`config.mk`:
```
export PLATFORM = sky130hd
export DESIGN_NAME = fp_add_top
export DESIGN_NICKNAME = d
export VERILOG_FILES = /design/src/hdl/fp_add_pkg.sv /design/src/hdl/fp_pipe_delay.sv /design/src/hdl/fp_exp_compare.sv /design/src/hdl/fp_mantissa_align.sv /design/src/hdl/fp_mantissa_sum.sv /design/src/hdl/fp_normalize.sv /design/src/hdl/fp_add_ctrl.sv /design/src/hdl/fp_add_top.sv
export SDC_FILE = /design/constraint.sdc
export NUM_CORES = 1
export LEC_CHECK = 0
export ABC_AREA = 1
export BUFFER_PORTS_ARGS = -buffer_cell sky130_fd_sc_hd__buf_2
export CAP_MARGIN = 20
export CORE_MARGIN = 8
export CORE_UTILIZATION = 30
export DETAILED_ROUTE_END_ITERATION = 7
export GPL_TIMING_DRIVEN = 0
export HOLD_SLACK_MARGIN = 0.15
export PLACE_DENSITY_LB_ADDON = 0.25
export SLEW_MARGIN = 20
export SYNTH_ARGS = -nofsm -noshare
export SYNTH_HDL_FRONTEND = slang
export SYNTH_SLANG_ARGS = --single-unit
```
`constraint.sdc`:
```
create_clock -name clk -period 9.1 [get_ports clk]
set_input_delay 0.91 -clock clk [delete_from_list [all_inputs] [get_ports clk]]
set_output_delay 0.91 -clock clk [all_outputs]
set_load 0.1 [all_outputs]
```
`src/hdl/fp_add_pkg.sv`:
```
package fp_add_pkg;

	////////////////////////////////////////////////////////////////////////////
	// Single precision field widths
	localparam int EXP_WIDTH = 8;
	localparam int MAN_WIDTH = 23;
	localparam int FP_WIDTH = 32;

	// Carry, hidden bit, fraction, three guard bits
	localparam int EXT_WIDTH = MAN_WIDTH + 5;

	// Exponent encoding
	localparam int EXP_BIAS = 127;
	localparam int EXP_MAX = 255;

	// Canonical quiet NaN
	localparam logic [FP_WIDTH-1:0] QNAN_WORD = 32'h7fc00000;

	////////////////////////////////////////////////////////////////////////////
	// Word and field types
	typedef logic [FP_WIDTH-1:0] fp_word_t;
	typedef logic [EXP_WIDTH-1:0] exp_t;
	typedef logic [EXT_WIDTH-1:0] ext_man_t;

	// Carried alongside the align stage
	typedef struct packed {
		logic sign_a;
		logic sign_b;
		exp_t exp_max;
	} side_t;

	// Special operand decision
	typedef struct packed {
		logic special;
		fp_word_t word;
	} special_t;

endpackage

```
`src/hdl/fp_pipe_delay.sv`:
```
`timescale 1ns/1ps

module fp_pipe_delay #(
	parameter type payload_t = logic,
	parameter int DEPTH = 1
) (
	input  logic     clk,
	input  logic     reset,
	input  logic     in_valid,
	input  payload_t in_data,
	output logic     out_valid,
	output payload_t out_data
);

	// One valid bit and one payload per stage
	logic [DEPTH-1:0] valid_q;
	payload_t data_q [DEPTH];

	always_ff @(posedge clk) begin
		if (reset) begin
			valid_q <= '0;
			for (int i = 0; i < DEPTH; i++) begin
				data_q[i] <= '0;
			end
		end else begin
			valid_q[0] <= in_valid;
			data_q[0] <= in_data;
			// Shift toward the tail
			for (int i = 1; i < DEPTH; i++) begin
				valid_q[i] <= valid_q[i-1];
				data_q[i] <= data_q[i-1];
			end
		end
	end

	assign out_valid = valid_q[DEPTH-1];
	assign out_data = data_q[DEPTH-1];

endmodule

```
`src/hdl/fp_exp_compare.sv`:
```
`timescale 1ns/1ps

module fp_exp_compare (
	input  logic                 clk,
	input  logic                 reset,
	input  logic                 in_valid,
	input  logic                 op,
	input  fp_add_pkg::fp_word_t a,
	input  fp_add_pkg::fp_word_t b,
	output logic                 out_valid,
	output fp_add_pkg::exp_t     exp_a,
	output fp_add_pkg::exp_t     exp_b,
	output fp_add_pkg::exp_t     exp_diff,
	output fp_add_pkg::ext_man_t man_a,
	output fp_add_pkg::ext_man_t man_b,
	output fp_add_pkg::side_t    side
);

	fp_add_pkg::exp_t raw_exp_a;
	fp_add_pkg::exp_t raw_exp_b;
	fp_add_pkg::exp_t diff;
	fp_add_pkg::exp_t diff_clamped;
	fp_add_pkg::ext_man_t ext_a;
	fp_add_pkg::ext_man_t ext_b;
	fp_add_pkg::side_t side_d;

	////////////////////////////////////////////////////////////////////////////
	// Unpack
	assign raw_exp_a = a[fp_add_pkg::FP_WIDTH-2 -: fp_add_pkg::EXP_WIDTH];
	assign raw_exp_b = b[fp_add_pkg::FP_WIDTH-2 -: fp_add_pkg::EXP_WIDTH];

	// Hidden bit is zero for a zero exponent
	assign ext_a = {1'b0, |raw_exp_a, a[fp_add_pkg::MAN_WIDTH-1:0], 3'b000};
	assign ext_b = {1'b0, |raw_exp_b, b[fp_add_pkg::MAN_WIDTH-1:0], 3'b000};

	// Absolute exponent difference
	assign diff = (raw_exp_a >= raw_exp_b) ? raw_exp_a - raw_exp_b : raw_exp_b - raw_exp_a;

	// Anything past the mantissa width shifts out completely
	assign diff_clamped = (diff > fp_add_pkg::EXT_WIDTH - 1) ?
		fp_add_pkg::exp_t'(fp_add_pkg::EXT_WIDTH - 1) : diff;

	// Subtract flips the sign of b
	assign side_d.sign_a = a[fp_add_pkg::FP_WIDTH-1];
	assign side_d.sign_b = b[fp_add_pkg::FP_WIDTH-1] ^ op;
	assign side_d.exp_max = (raw_exp_a >= raw_exp_b) ? raw_exp_a : raw_exp_b;

	////////////////////////////////////////////////////////////////////////////
	// Stage register
	always_ff @(posedge clk) begin
		if (reset) begin
			out_valid <= 1'b0;
			exp_a <= '0;
			exp_b <= '0;
			exp_diff <= '0;
			man_a <= '0;
			man_b <= '0;
			side <= '0;
		end else begin
			out_valid <= in_valid;
			if (in_valid) begin
				exp_a <= raw_exp_a;
				exp_b <= raw_exp_b;
				exp_diff <= diff_clamped;
				man_a <= ext_a;
				man_b <= ext_b;
				side <= side_d;
			end
		end
	end

endmodule

```
`src/hdl/fp_mantissa_align.sv`:
```
`timescale 1ns/1ps

module fp_mantissa_align (
	input  logic                 clk,
	input  logic                 reset,
	input  logic                 valid_in,
	input  fp_add_pkg::exp_t     in_exp_a,
	input  fp_add_pkg::exp_t     in_exp_b,
	input  fp_add_pkg::exp_t     in_exp_diff,
	input  fp_add_pkg::ext_man_t in_man_a,
	input  fp_add_pkg::ext_man_t in_man_b,
	output fp_add_pkg::ext_man_t out_man_a,
	output fp_add_pkg::ext_man_t out_man_b,
	output logic                 valid_out
);

	always_ff @(posedge clk) begin
		if (reset) begin
			out_man_a <= '0;
			out_man_b <= '0;
			valid_out <= 1'b0;
		end else begin
			valid_out <= valid_in;
			if (valid_in) begin
				// Equal exponents keep a as the larger
				if (in_exp_a >= in_exp_b) begin
					out_man_a <= in_man_a;
					out_man_b <= in_man_b >> in_exp_diff;
				end else begin
					// b larger so a moves down
					out_man_a <= in_man_a >> in_exp_diff;
					out_man_b <= in_man_b;
				end
			end
		end
	end

endmodule

```
`src/hdl/fp_mantissa_sum.sv`:
```
`timescale 1ns/1ps

module fp_mantissa_sum (
	input  logic                 clk,
	input  logic                 reset,
	input  logic                 in_valid,
	input  fp_add_pkg::ext_man_t man_a,
	input  fp_add_pkg::ext_man_t man_b,
	input  fp_add_pkg::side_t    side,
	output logic                 out_valid,
	output fp_add_pkg::ext_man_t sum_man,
	output logic                 sum_sign,
	output fp_add_pkg::exp_t     sum_exp
);

	logic a_ge_b;
	fp_add_pkg::ext_man_t mag;
	logic mag_sign;

	// Aligned mantissas share one scale
	assign a_ge_b = man_a >= man_b;

	////////////////////////////////////////////////////////////////////////////
	// Signed magnitude add
	always_comb begin
		if (side.sign_a == side.sign_b) begin
			// Same sign, magnitudes add, carry bit catches overflow
			mag = man_a + man_b;
			mag_sign = side.sign_a;
		end else if (a_ge_b) begin
			mag = man_a - man_b;
			mag_sign = side.sign_a;
		end else begin
			// b dominates
			mag = man_b - man_a;
			mag_sign = side.sign_b;
		end
	end

	////////////////////////////////////////////////////////////////////////////
	// Stage register
	always_ff @(posedge clk) begin
		if (reset) begin
			out_valid <= 1'b0;
			sum_man <= '0;
			sum_sign <= 1'b0;
			sum_exp <= '0;
		end else begin
			out_valid <= in_valid;
			if (in_valid) begin
				sum_man <= mag;
				// Exact cancellation gives +0
				sum_sign <= mag_sign & (|mag);
				sum_exp <= side.exp_max;
			end
		end
	end

endmodule

```
`src/hdl/fp_normalize.sv`:
```
`timescale 1ns/1ps

module fp_normalize (
	input  fp_add_pkg::ext_man_t sum_man,
	input  logic                 sum_sign,
	input  fp_add_pkg::exp_t     sum_exp,
	output fp_add_pkg::fp_word_t norm_word
);

	int lead_pos;
	int shift_amt;
	int exp_new;
	int true_exp;
	fp_add_pkg::ext_man_t norm_man;

	////////////////////////////////////////////////////////////////////////////
	// Leading one position
	always_comb begin
		lead_pos = 0;
		// Highest set bit wins
		for (int i = 0; i < fp_add_pkg::EXT_WIDTH; i++) begin
			if (sum_man[i]) begin
				lead_pos = i;
			end
		end
	end

	////////////////////////////////////////////////////////////////////////////
	// Shift and exponent adjust
	always_comb begin
		shift_amt = 0;
		if (sum_man[fp_add_pkg::EXT_WIDTH-1]) begin
			// Carry out, one place right
			norm_man = sum_man >> 1;
			exp_new = int'(sum_exp) + 1;
		end else begin
			// Bring the leading one up to the hidden bit
			shift_amt = (fp_add_pkg::EXT_WIDTH - 2) - lead_pos;
			norm_man = sum_man << shift_amt;
			exp_new = int'(sum_exp) - shift_amt;
		end
		// Unbiased exponent
		true_exp = exp_new - fp_add_pkg::EXP_BIAS;
	end

	////////////////////////////////////////////////////////////////////////////
	// Range check and pack
	always_comb begin
		if (sum_man == '0 || true_exp <= -fp_add_pkg::EXP_BIAS) begin
			// Zero or underflow, denormals flush
			norm_word = {sum_sign, {(fp_add_pkg::FP_WIDTH-1){1'b0}}};
		end else if (true_exp >= fp_add_pkg::EXP_MAX - fp_add_pkg::EXP_BIAS) begin
			// Overflow saturates to infinity
			norm_word = {sum_sign, fp_add_pkg::exp_t'(fp_add_pkg::EXP_MAX),
				{fp_add_pkg::MAN_WIDTH{1'b0}}};
		end else begin
			// Guard bits truncated
			norm_word = {sum_sign, fp_add_pkg::exp_t'(true_exp + fp_add_pkg::EXP_BIAS),
				norm_man[fp_add_pkg::EXT_WIDTH-3 -: fp_add_pkg::MAN_WIDTH]};
		end
	end

endmodule

```
`src/hdl/fp_add_ctrl.sv`:
```
`timescale 1ns/1ps

module fp_add_ctrl (
	input  logic                 clk,
	input  logic                 reset,
	input  logic                 in_valid,
	input  logic                 op,
	input  fp_add_pkg::fp_word_t a,
	input  fp_add_pkg::fp_word_t b,
	input  logic                 sum_valid,
	input  fp_add_pkg::fp_word_t norm_word,
	output logic                 out_valid,
	output fp_add_pkg::fp_word_t result
);

	logic sign_a;
	logic sign_b;
	logic max_a;
	logic max_b;
	logic nan_a;
	logic nan_b;
	logic inf_a;
	logic inf_b;
	logic zero_a;
	logic zero_b;
	fp_add_pkg::special_t spec_in;
	fp_add_pkg::special_t spec_out;
	logic spec_valid;

	////////////////////////////////////////////////////////////////////////////
	// Operand classes
	assign sign_a = a[fp_add_pkg::FP_WIDTH-1];
	assign sign_b = b[fp_add_pkg::FP_WIDTH-1] ^ op;
	assign max_a = a[fp_add_pkg::FP_WIDTH-2 -: fp_add_pkg::EXP_WIDTH] == fp_add_pkg::EXP_MAX;
	assign max_b = b[fp_add_pkg::FP_WIDTH-2 -: fp_add_pkg::EXP_WIDTH] == fp_add_pkg::EXP_MAX;
	assign nan_a = max_a && (|a[fp_add_pkg::MAN_WIDTH-1:0]);
	assign nan_b = max_b && (|b[fp_add_pkg::MAN_WIDTH-1:0]);
	assign inf_a = max_a && !(|a[fp_add_pkg::MAN_WIDTH-1:0]);
	assign inf_b = max_b && !(|b[fp_add_pkg::MAN_WIDTH-1:0]);
	// Zero and denormal look alike here
	assign zero_a = a[fp_add_pkg::FP_WIDTH-2 -: fp_add_pkg::EXP_WIDTH] == '0;
	assign zero_b = b[fp_add_pkg::FP_WIDTH-2 -: fp_add_pkg::EXP_WIDTH] == '0;

	// Special rules in priority order
	always_comb begin
		spec_in.special = 1'b1;
		if (nan_a || nan_b || (inf_a && inf_b && sign_a != sign_b)) begin
			spec_in.word = fp_add_pkg::QNAN_WORD;
		end else if (inf_a) begin
			spec_in.word = {sign_a, a[fp_add_pkg::FP_WIDTH-2:0]};
		end else if (inf_b) begin
			spec_in.word = {sign_b, b[fp_add_pkg::FP_WIDTH-2:0]};
		end else if (zero_a && zero_b) begin
			// Negative zero only from two negatives
			spec_in.word = {sign_a & sign_b, {(fp_add_pkg::FP_WIDTH-1){1'b0}}};
		end else if (zero_a) begin
			spec_in.word = {sign_b, b[fp_add_pkg::FP_WIDTH-2:0]};
		end else if (zero_b) begin
			spec_in.word = {sign_a, a[fp_add_pkg::FP_WIDTH-2:0]};
		end else begin
			spec_in.special = 1'b0;
			spec_in.word = '0;
		end
	end

	// Lines up with sum_valid
	fp_pipe_delay #(
		.payload_t(fp_add_pkg::special_t),
		.DEPTH(3)
	) u_special_delay (
		.clk(clk),
		.reset(reset),
		.in_valid(in_valid),
		.in_data(spec_in),
		.out_valid(spec_valid),
		.out_data(spec_out)
	);

	////////////////////////////////////////////////////////////////////////////
	// Output register
	always_ff @(posedge clk) begin
		if (reset) begin
			out_valid <= 1'b0;
			result <= '0;
		end else begin
			out_valid <= sum_valid;
			if (sum_valid) begin
				result <= (spec_valid && spec_out.special) ? spec_out.word : norm_word;
			end
		end
	end

endmodule

```
`src/hdl/fp_add_top.sv`:
```
`timescale 1ns/1ps

module fp_add_top (
	input  logic                 clk,
	input  logic                 reset,
	input  logic                 in_valid,
	input  logic                 op,
	input  fp_add_pkg::fp_word_t a,
	input  fp_add_pkg::fp_word_t b,
	output logic                 out_valid,
	output fp_add_pkg::fp_word_t result
);

	// Stage 1 outputs
	logic cmp_valid;
	fp_add_pkg::exp_t exp_a;
	fp_add_pkg::exp_t exp_b;
	fp_add_pkg::exp_t exp_diff;
	fp_add_pkg::ext_man_t man_a;
	fp_add_pkg::ext_man_t man_b;
	fp_add_pkg::side_t side;

	// Stage 2 outputs
	logic align_valid;
	fp_add_pkg::ext_man_t align_man_a;
	fp_add_pkg::ext_man_t align_man_b;
	logic side_valid;
	fp_add_pkg::side_t side_d;

	// Stage 3 outputs
	logic sum_valid;
	fp_add_pkg::ext_man_t sum_man;
	logic sum_sign;
	fp_add_pkg::exp_t sum_exp;
	fp_add_pkg::fp_word_t norm_word;

	////////////////////////////////////////////////////////////////////////////
	// Data path
	fp_exp_compare u_exp_compare (
		.clk(clk),
		.reset(reset),
		.in_valid(in_valid),
		.op(op),
		.a(a),
		.b(b),
		.out_valid(cmp_valid),
		.exp_a(exp_a),
		.exp_b(exp_b),
		.exp_diff(exp_diff),
		.man_a(man_a),
		.man_b(man_b),
		.side(side)
	);

	fp_mantissa_align u_mantissa_align (
		.clk(clk),
		.reset(reset),
		.valid_in(cmp_valid),
		.in_exp_a(exp_a),
		.in_exp_b(exp_b),
		.in_exp_diff(exp_diff),
		.in_man_a(man_a),
		.in_man_b(man_b),
		.out_man_a(align_man_a),
		.out_man_b(align_man_b),
		.valid_out(align_valid)
	);

	// Signs and exponent ride past the align stage
	fp_pipe_delay #(
		.payload_t(fp_add_pkg::side_t),
		.DEPTH(1)
	) u_side_delay (
		.clk(clk),
		.reset(reset),
		.in_valid(cmp_valid),
		.in_data(side),
		.out_valid(side_valid),
		.out_data(side_d)
	);

	fp_mantissa_sum u_mantissa_sum (
		.clk(clk),
		.reset(reset),
		.in_valid(align_valid & side_valid),
		.man_a(align_man_a),
		.man_b(align_man_b),
		.side(side_d),
		.out_valid(sum_valid),
		.sum_man(sum_man),
		.sum_sign(sum_sign),
		.sum_exp(sum_exp)
	);

	fp_normalize u_normalize (
		.sum_man(sum_man),
		.sum_sign(sum_sign),
		.sum_exp(sum_exp),
		.norm_word(norm_word)
	);

	////////////////////////////////////////////////////////////////////////////
	// Special cases and output register
	fp_add_ctrl u_add_ctrl (
		.clk(clk),
		.reset(reset),
		.in_valid(in_valid),
		.op(op),
		.a(a),
		.b(b),
		.sum_valid(sum_valid),
		.norm_word(norm_word),
		.out_valid(out_valid),
		.result(result)
	);

endmodule

```
-- Word level (Yosys, flattened, before mapping)
Memory sizes are Yosys's and may differ from the RTL's.
Index checks and enable logic that the tools add are counted.
- add/sub/neg operators: 10
- magnitude comparators: 6
- equality and inequality tests: 4
- shifts and indexed selects: 3
- multiplexer cells: 61
- bitwise operators: 6
- reduce and logical (&&, ||, !) cells: 22
- operator list (kind ; count):
    $mux W32 ; 34
    $mux W28 ; 4
    $mux W33 ; 3
    $mux W31 ; 2
    $shr A27 B8 Y28 ; 2
    $sub A28 B28 Y28 ; 2
    $reduce_or A23 Y1 ; 2
    $ge A32 B9 Y1 const B ; 1
    $le A32 B8 Y1 const B ; 1
    $shl A28 B32 Y26 ; 1
    $sub A32 B8 Y32 const B ; 1
    $sub A6 B32 Y32 const A ; 1
    $sub A9 B32 Y32 ; 1
    $add A28 B28 Y28 ; 1
    $ge A28 B28 Y1 ; 1
    $logic_not A28 Y1 ; 1
    $reduce_or A28 Y1 ; 1
    $mux W26 ; 1
    $mux W8 ; 3
    $eq A8 B8 Y1 const B ; 2
    $ge A8 B8 Y1 ; 2
    $logic_not A8 Y1 ; 2
    $reduce_or A8 Y1 ; 2
    $sub A8 B8 Y8 ; 2
    other kinds (14) ; 39
- register bits after elaboration: 214
- bits in writable memories: 109
- input bits: 68
- output and inout bits: 33
- word-level logic and storage cells: 133
- memories kept: 2
- memory list (name ; words ; bits a word ; read ports ; clocked after Yosys merged registers in ; write ports ; RTL line ; RTL):
    u_add_ctrl.u_special_delay.data_q ; 3 ; 33 ; 3 ; 0 ; 3 ; fp_pipe_delay.sv:17 ; payload_t data_q [DEPTH];
    u_side_delay.data_q ; 1 ; 10 ; 1 ; 0 ; 1 ; fp_pipe_delay.sv:17 ;

-- Longest topological paths before layout
Gate-level depths: netlist of the first run.
- depth after elaboration: 35
- mapped depth: 56

-- Cells and area by module
A second synthesis of the first run with hierarchy kept.
- cell total of the unflattened synthesis: 4588
- area total of the unflattened synthesis: 27166.1 sq um
- by module, submodules not included (module ; instances ; cells each ; area an instance (sq um)):
    fp_mantissa_sum ; 1 ; 1519 ; 8099.0
    fp_mantissa_align ; 1 ; 1033 ; 5780.5
    fp_exp_compare ; 1 ; 545 ; 3895.0
    fp_normalize ; 1 ; 668 ; 3337.0
    fp_pipe_delay at u_add_ctrl.u_special_delay ; 1 ; 350 ; 3166.8
    fp_add_ctrl ; 1 ; 437 ; 2566.2
    fp_pipe_delay at u_side_delay ; 1 ; 34 ; 314.1
    fp_add_top ; 1 ; 2 ; 7.5

-- Worst setup path after synthesis of the first run
No wires, ideal clock.
- path kind: register to register
- from: register u_mantissa_sum.sum_man[2]
- to: register u_add_ctrl.result[19]
- setup time: 0.071 ns
- data arrival time: 5.179 ns
- required time: 9.029 ns
- path slack: 3.850 ns
- cell stages (with the launch flop): 54
- path through: dfxtp_1 -> inv_2 -> nand2_1 -> nand2_1 -> nand2_1 -> nand2_1 -> nand2_1 -> nand2_1 -> nand2_1 -> nand2_1 -> nand2_1 -> nand2_1 -> nand2_1 -> nand2_1 -> nand2_1 -> nand2_1 -> nand2_1 -> nand2_1 -> (+18 left out) -> ha_1 -> inv_1 -> nor2_1 -> inv_1 -> nor2_2 -> nand3_1 -> nor2_2 -> nand2_1 -> nand2_1 -> nor2_1 -> nor2_1 -> nand3_1 -> nor2_1 -> nand2_1 -> nand2_2 -> buf_6 -> nand4_1 -> a21oi_1
- longest elaborated chain between the ends: 34
- elaborated cells between the ends (all ways): 39
- ends and longest elaborated chain (item ; RTL line ; RTL):
    start: declaration ; fp_mantissa_sum.sv:11 ; output fp_add_pkg::ext_man_t sum_man,
    start signal: assignment ; fp_mantissa_sum.sv:51 ; sum_man <= mag;
    $mux W32 (26 in a row) ; fp_normalize.sv:22 ; if (sum_man[i]) begin
    $sub A6 B32 Y32 ; fp_normalize.sv:38 ; shift_amt = (fp_add_pkg::EXT_WIDTH - 2) - lead_pos;
    $sub A9 B32 Y32 ; fp_normalize.sv:40 ; exp_new = int'(sum_exp) - shift_amt;
    $mux W32 ; fp_normalize.sv:32 ; if (sum_man[fp_add_pkg::EXT_WIDTH-1]) begin
    $sub A32 B8 Y32 ; fp_normalize.sv:43 ; true_exp = exp_new - fp_add_pkg::EXP_BIAS;
    $ge A32 B9 Y1 or $le A32 B8 Y1 (tied branches) ; fp_normalize.sv:52, fp_normalize.sv:49 ;
    $mux W31 or $logic_or A1 B1 Y1 (tied branches) ; fp_normalize.sv:52, fp_normalize.sv:49 ;
    $mux W31 (*) ; fp_normalize.sv:49 ; if (sum_man == '0 || true_exp <= -fp_add_pkg::EXP_BIAS) begin
    $mux W32 (*) ; fp_add_ctrl.sv:88 ; result <= (spec_valid && spec_out.special) ? spec_out.word : norm_word;
    end signal: assignment ; fp_add_ctrl.sv:88 ;
    end: declaration ; fp_add_ctrl.sv:13 ; output fp_add_pkg::fp_word_t result
Mark *: on every way between the ends. The rest lies on a longest branch, timed or not.
A chain may end at the register's enable or synchronous reset.

-- Worst setup path after layout of the first run
- from: register u_mantissa_sum.sum_man[5]
- to: register u_add_ctrl.result[2]
- longest elaborated chain between the ends: 31
- elaborated cells between the ends (all ways): 36
- ends and longest elaborated chain (item ; RTL line):
    $mux W32 (23 in a row) ; fp_normalize.sv:22
    $sub A6 B32 Y32 ; fp_normalize.sv:38
    $sub A9 B32 Y32 ; fp_normalize.sv:40
    $mux W32 ; fp_normalize.sv:32
    $sub A32 B8 Y32 ; fp_normalize.sv:43
    $ge A32 B9 Y1 or $le A32 B8 Y1 (tied branches) ; fp_normalize.sv:52, fp_normalize.sv:49
    $mux W31 or $logic_or A1 B1 Y1 (tied branches) ; fp_normalize.sv:52, fp_normalize.sv:49
    $mux W31 (*) ; fp_normalize.sv:49
    $mux W32 (*) ; fp_add_ctrl.sv:88
Marked as above.

==> results of run 1 <==
## cell families (layout without fill, tap and decap cells)
group / Yosys count / count (layout) / synth area share
adder cells (fa/ha/maj): 124 / 124 / 0.0730
multiplexers: 34 / 34 / 0.0156
buffers and inverters: 755 / 922 / 0.131
XOR/XNOR: 36 / 36 / 0.0144
AND/OR/NAND/NOR: 1187 / 1187 / 0.229
AO/OA/AOI/OAI: 941 / 941 / 0.246
flip-flops: 318 / 318 / 0.291
## metal layers
layer	global-route usage	vias up	part of all wire
met5	0	-	0.00015
met4	0.0856	2	0.044
met3	0.0286	185	0.064
met2	0.333	843	0.44
met1	0.280	10594	0.45
li1	-	11506	-
## power by group
part / total, µW / internal (µW) / switching [µW]
Combinational: 2440 / 689 / 1750
Sequential: 1500 / 1450 / 49.8
Clock: 1600 / 973 / 629
## synth_stat cells (4+ instances only)
library cell,instances
nand2_1,577
inv_1,551
o21ai_0,363
nor2_1,346
dfxtp_1,318
a21oi_1,302
clkbuf_1,153
nand3_1,124
ha_1,118
o22ai_1,102
nand4_1,58
mux2i_1,34
o211ai_1,34
xor2_1,28
buf_1,23
nor3_1,21
a31oi_1,17
nand2_2,17
o31ai_1,17
a32o_1,15
a221oi_1,12
buf_2,12
nor4_1,12
o221ai_1,12
o32ai_1,12
nand3_2,8
o21a_1,8
or2_2,8
xnor2_1,8
a211oi_1,7
a32oi_1,7
inv_2,7
clkinv_1,6
fa_1,6
nand3b_1,6
a21o_1,4
a22oi_1,4
## worst paths after layout
kind,from,endpoint,slack [ns],cells past startpoint
worst max-delay path,u_mantissa_sum.sum_man[5]$_SDFFE_PP0P_,u_add_ctrl.result[2]$_SDFFE_PP0P_,2.18,50
worst min-delay path,u_add_ctrl.u_special_delay.data_q[0][31]$_SDFF_PP0_,u_add_ctrl.u_special_delay.data_q[0][64]$_SDFF_PP0_,0.40,2
worst max register to register,u_mantissa_sum.sum_man[5]$_SDFFE_PP0P_,u_add_ctrl.result[2]$_SDFFE_PP0P_,2.18,50
worst min register to register,u_add_ctrl.u_special_delay.data_q[0][31]$_SDFF_PP0_,u_add_ctrl.u_special_delay.data_q[0][64]$_SDFF_PP0_,0.40,2
## layout make-up
type,instances,share of cell area
clock buffers,50,0.0428
flip-flops and latches,318,0.256
plain buffers,191,0.0303
well taps,959,0.0482
inverters,564,0.0851
repair buffers,100,0.0201
clock inverters,17,0.0103
multi-input cells,2322,0.507
## per-stage QoR
stage	hold WS, ns	area [µm²]
5_1_grt	0.419	24900
4_1_cts	0.405	24900
3_3_place_gp	0.396	23600
3_5_place_dp	0.393	23600
2_1_floorplan	0.388	21900
6_report	0.397	24900
## sequential cells by signal, indices dropped and copies added, names as in the netlist
name / count
u_add_ctrl.u_special_delay.data_q: 99
u_add_ctrl.u_special_delay.valid_q: 2
u_mantissa_align.out_man_a: 27
u_exp_compare.man_b: 24
u_exp_compare.man_a: 24
u_mantissa_sum.sum_sign: 1
u_exp_compare.exp_diff: 8
u_mantissa_sum.sum_man: 28
u_add_ctrl.out_valid: 1
u_mantissa_align.out_man_b: 27
u_exp_compare.exp_a: 8
u_mantissa_sum.sum_exp: 8
u_add_ctrl.result: 32
u_side_delay.data_q: 10
u_mantissa_sum.out_valid: 1
u_exp_compare.exp_b: 8
u_exp_compare.side: 10
## worst max-delay path, delay by kind of cell (launching register included)
kind,cells,cell delay [ns]
DFF,1,0.43
buffers and inverters,9,1.93
AOI/OAI and AO/OA,2,0.60
adders and majority gates,3,1.16
and+or+nand+nor,36,2.75
==> metrics.md, run 1 <==
| Metric | Value |
|---|---|
| Largest net degree at the start of global routing | 14 |
| Seq cells post-synth | between 300 and 400 |
| TritonCTS clock tree | yes |
| Critical path's slowest cell | fa_1 |
| Diodes inserted | 0 |
| Placed insts | 4454 |
| DR vias | between 20k and 25k |
| Worst-path clk slew | approximately 0.06 ns |
| Core area | 72600 µm² |
| FMAX | 0.144 GHz |
| Most common cell after layout, fill and taps aside | nand2_1 |
| Arr. time, crit path | around 7.4 ns |
| Post-synthesis cell area | 21900 µm² |
| Clock skew | between 0.015 and 0.02 ns |
| DIE WIDTH | about 290 µm |
| Worst setup EP type | flop |
| Post-place setup slack | 2.25 ns |
| Vias per cell | 5.12 |
| Routed wire length | 89300 µm |
| Non-Filler Instances | around 4.5k |
| Initial DRC count | 2215 |
| Setup ws final | about 2.2 ns |
| Worst-Skew Late Latency | 0.57 ns |
| Max cap viols | 0 |
| Avg Cell Area, Syn | 6.44 µm² |
| Seq/Total Area, Yosys | 0.291 |
| Post-synth EDFFs | 0 |
| Synthesized Nets | 3587 |
| Required time worst endpoint | 9.59 ns |
| Initial antenna violation count | 1 |
| Most frequent cells in the layout | nand2_1 (577), inv_1 (551), o21ai_0 (363) |
| I/O pins | 101 |
| Leakage | 0.0109 µW |
| Post-DP HPWL | 74200 µm |
| Fin crit share | 0.761 |
| Multi-input gate area | ~13000 µm² |
| DR pass1 iterations | 7 |
| DR WL/cell | 19.8 µm |
| Top cell type by total area after synthesis | dfxtp_1 |
| Final Util | 0.343 |
| RSZ-0062 raised after global routing | no |
| Largest stage delay, worst path | 0.53 ns |
| Final critical-path required period | 6.92 ns |
| Clock buffer depth | 3 |
| Design Power | approximately 5500 µW |
| First-pass GRT wire length | approximately 130000 µm |
| # DRC | 0 |
| CTS buffer count | 37 |
| Top post-synthesis cells by area | dfxtp_1 (29%), nand2_1 (9.9%), inv_1 (9.5%), o21ai_0 (8.3%), a21oi_1 (6.9%) |
| All-Layer GR Usage | 0.208 |
| Die Y | 286 µm |
| Die footprint | 81800 µm² |
| Worst Max-Slew Pin Slew | 1.15 ns |
| CP Launch Type | flop |
| Hold Vio Cnt, Final | 0 |
| Cells after Synth | 3395 |
| Predominant post-synthesis flop cell | dfxtp_1 |
| Gp weighted congestion | 1.05 |
| Nets | around 3.7k |
| Num rows | 99 |
| Outcome | finished, final reports clean |
| Synth cell types | 60 |
| Setup violators final | 0 |
| Fill cell count | 8193 |
| Hold Buf Count CTS | 0 |
| Routed Antenna Nets | 0 |
| HP Class | flop to flop |
| Total congestion overflow | 0 |
| Async set-reset flop share out of synthesis | 0 |
| Worst IR drop on VDD | 0.000125 V |
| Synth top area share | 0.291 |
| Sequential cell area | 6370 µm² |
| Layout cells sized above 1 | 0.0632 |
| IO Port Bufs | 100 |
| H-tree depth | 2 |
| CP max FO | 11 |
| Setup TNS | 0 ns |
| Vias in the first global route | around 22k |
| Setup CP Type | flop to flop |
| Rel. slew slack | 0.227 |
| CTS root buf | clkbuf_16 |
| Starting Density | 0.301 |
| YS warnings | 0 |
| CTS resizes | 0 |
| Fin. max-slew vios | 0 |
| CTS sink count | 318 |
| Post-CTS setup buffer count | 0 |
| Area Overhead vs Synth | 13.8% |
| CP dominant cell by count | nand2_1 |
| Pwr Density | around 220 nW/µm² |
Power figures use the tool's default switching activity.
==> run 2: changes to the inputs <==
==> constraint.sdc (replaced) <==
create_clock -name clk -period 5.9 [get_ports clk]
set_input_delay 0.59 -clock clk [delete_from_list [all_inputs] [get_ports clk]]
set_output_delay 0.59 -clock clk [all_outputs]
set_load 0.1 [all_outputs]
==> run 2 against run 1 <==
Compared with the run above:
- non-clock buffer count increased by 12
- clock power rose by 55%
- worst setup slack lost 1.7 ns
- clock skew up 0.0022 ns
- cell count grew 0.27%
- core utilization is 0.41 points higher
- sequential share of layout area is 0.30 points lower
- total power grew 59%
- global-route usage about the same
- die area did not move
- routed wire length increased by 0.28%
- highest routed layer unchanged
==> metrics.md, run 2 (same netlist as run 1, synthesis figures left out) <==
| Metric | Value |
|---|---|
| Num rows | between 90 and 100 |
| H-tree depth | 2 |
| Setup CP Type | flop to flop |
| Clock buffer depth | 3 |
| Final Util | 0.347 |
| Sw frac | 0.436 |
| HP Class | input pin to flop |
| Area Overhead vs Synth | 15.2% |
| Gp weighted congestion | 1.05 |
| Largest net degree at the start of global routing | 14 |
| CP dominant cell by count | nand2_1 |
| FF-to-FF setup slack | 0.47 ns |
| Worst r2r path cells | 47 |
| Vias per cell | 5.11 |
| Setup violators final | 0 |
| Nets | 3738 |
| DR WL/cell | between 15 and 20 µm |
| Worst IR drop on VDD | 0.000193 V |
| CP Launch Type | flop |
| Setup crit start | u_mantissa_sum.sum_man[4]$_SDFFE_PP0P_ |
| I/O pins | 101 |
| Die footprint | about 82000 µm² |
| Routed wire length | 89600 µm |
| Design Power | around 8800 µW |
| Required time worst endpoint | about 6.4 ns |
| Largest regs | u_add_ctrl.u_special_delay.data_q: 99 flops, u_add_ctrl.result: 32 flops, u_mantissa_sum.sum_man: 28 flops |
| Fin. max-slew vios | 0 |
| Post-DP HPWL | 74200 µm |
| Clock skew | 0.0199 ns |
| Fin crit share | 0.921 |
| DIE WIDTH | roughly 290 µm |
| Vias in the first global route | 21.9k |
| Max cap viols | 0 |
| Outcome | finished, final reports clean |
| CTS root buf | clkbuf_16 |
| Most common cell after layout, fill and taps aside | nand2_1 |
| DR pass1 iterations | 6 |
| Core area | 72600 µm² |
| CTS buffer count | 37 |
| Largest stage delay, worst path | around 0.40 ns |
| Worst-Skew Late Latency | 0.57 ns |
| Layout cells sized above 1 | 0.0778 |
| NetSw | approximately 3800 µW |
| Hold Vio Cnt, Final | 0 |
| Reg-to-Reg Start | u_mantissa_sum.sum_man[4]$_SDFFE_PP0P_ |
| Critical path's slowest cell | or3_1 |
| Initial DRC count | about 2.3k |
| WHS | approximately 0.29 ns |
| Rel. slew slack | 0.209 |
| All-Layer GR Usage | 0.208 |
| WHS Endpoint | u_exp_compare.man_a[21]$_SDFFE_PP0P_ |
| Hold path start | a[18] |
| First-pass GRT wire length | 134000 µm |
| FMAX | 0.184 GHz |
| Total congestion overflow | 0 |
| Max FFs per register | 99 |
| Reg2reg end | u_add_ctrl.result[12]$_SDFFE_PP0P_ |
| Clk pwr share | 0.282 |
| Setup TNS | 0 ns |
| Final critical-path required period | 5.43 ns |
| Pwr Density | 349 nW/µm² |
| Die Y | 286 µm |
| Top reg by flops | u_add_ctrl.u_special_delay.data_q |
| Initial antenna violation count | 1 |
| DR vias | 23.2k |
| Diodes inserted | 0 |
| Logic pwr share | 0.456 |
| Internal | between 4000 and 5000 µW |
| Worst setup EP type | flop |
| Starting Density | 0.301 |
| IO Port Bufs | 100 |
| Worst Max-Slew Pin Slew | 1.18 ns |
| Leakage | around 0.011 µW |
| Hold Buf Count CTS | 0 |
| Sequential Power Share | 0.262 |
| Routed Antenna Nets | 0 |
| Worst-path clk slew | 0.07 ns |
| # DRC | 0 |
| Arr. time, crit path | 5.93 ns |
| TritonCTS clock tree | yes |
| Hold path depth | 3 |
| CTS sink count | 318 |
| Fill cell count | 8175 |
| CP max FO | 11 |
| Most frequent cells in the layout | nand2_1 (574), inv_1 (549), o21ai_0 (352) |
[run 2: changes by cell type in the layout (fill, tap and decap cells not counted), sizes merged]
cell and delta:
clkinvlp +1, clkbuf -5, clkinv -1, buf +17
[run 2: power groups by stage]
stage          registers [µW]  logic [µW]  clock network, µW
6_report                 2310        4010               2480
5_1_grt                  2310        4400               2600
4_1_cts                  2300        3730               2520
3_5_place_dp             2350        3660                  0
3_3_place_gp             2350        3680                  0
2_1_floorplan            2370        2510                  0
[run 2: layout make-up]
type                       instances  area (µm²)  share of cell area
buffer                           189         787              0.0312
clock buffer                      50        1070              0.0423
clock inverter                    17         255              0.0101
inverter                         564        2120              0.0843
multi-input combinational       2322       12800               0.508
sequential                       318        6370               0.253
tap                              959        1200              0.0476
timing repair buffer             114         603              0.0239
[run 2: per-stage QoR]
stage,worst slack (ns),instances,area (µm²)
after floorplan,0.650,3395,21900
after global placement,-1.00,4454,23600
after detailed placement,-0.953,4454,23600
after CTS,0.00688,4520,25000
after global routing,-0.0895,4533,25200
final,0.468,4533,25200
[run 2: worst max-delay path by stage]
| stage | end | slack (ns) | cells past startpoint |
|---|---|---|---|
| global placement | u_add_ctrl.result[19]$_SDFFE_PP0P_ | -1.00 | 51 |
| detailed placement | u_add_ctrl.result[12]$_SDFFE_PP0P_ | -0.95 | 50 |
| global route | u_add_ctrl.result[21]$_SDFFE_PP0P_ | -0.09 | 54 |
| CTS | u_add_ctrl.result[18]$_SDFFE_PP0P_ | 0.007 | 51 |
| floorplan | u_add_ctrl.result[19]$_SDFFE_PP0P_ | 0.65 | 53 |
| finish | u_add_ctrl.result[12]$_SDFFE_PP0P_ | 0.47 | 47 |
[run 2: critical path, delay by kind of cell, from the launching register on]
kind                     cells  cell delay, ns
AND/OR/NAND/NOR             31            2.55
flip-flops                   1            0.38
AO/OA/AOI/OAI                6            1.07
buffers and inverters        8            0.95
adder cells (fa/ha/maj)      2            0.38
[run 2: per-layer routing]
layer	share of wire	vias to the layer above	global-route usage
met4	0.044	2	0.0851
met2	0.44	862	0.334
li1	-	11531	-
met3	0.063	171	0.0293
met5	0.00015	-	0
met1	0.45	10598	0.280
[run 2: repair_timing]
action                     CTS  global route
resized for setup           28            50
setup endpoints to repair   31            31
buffers inserted             0            13
pin swaps                    0            17
gates cloned                 0             1
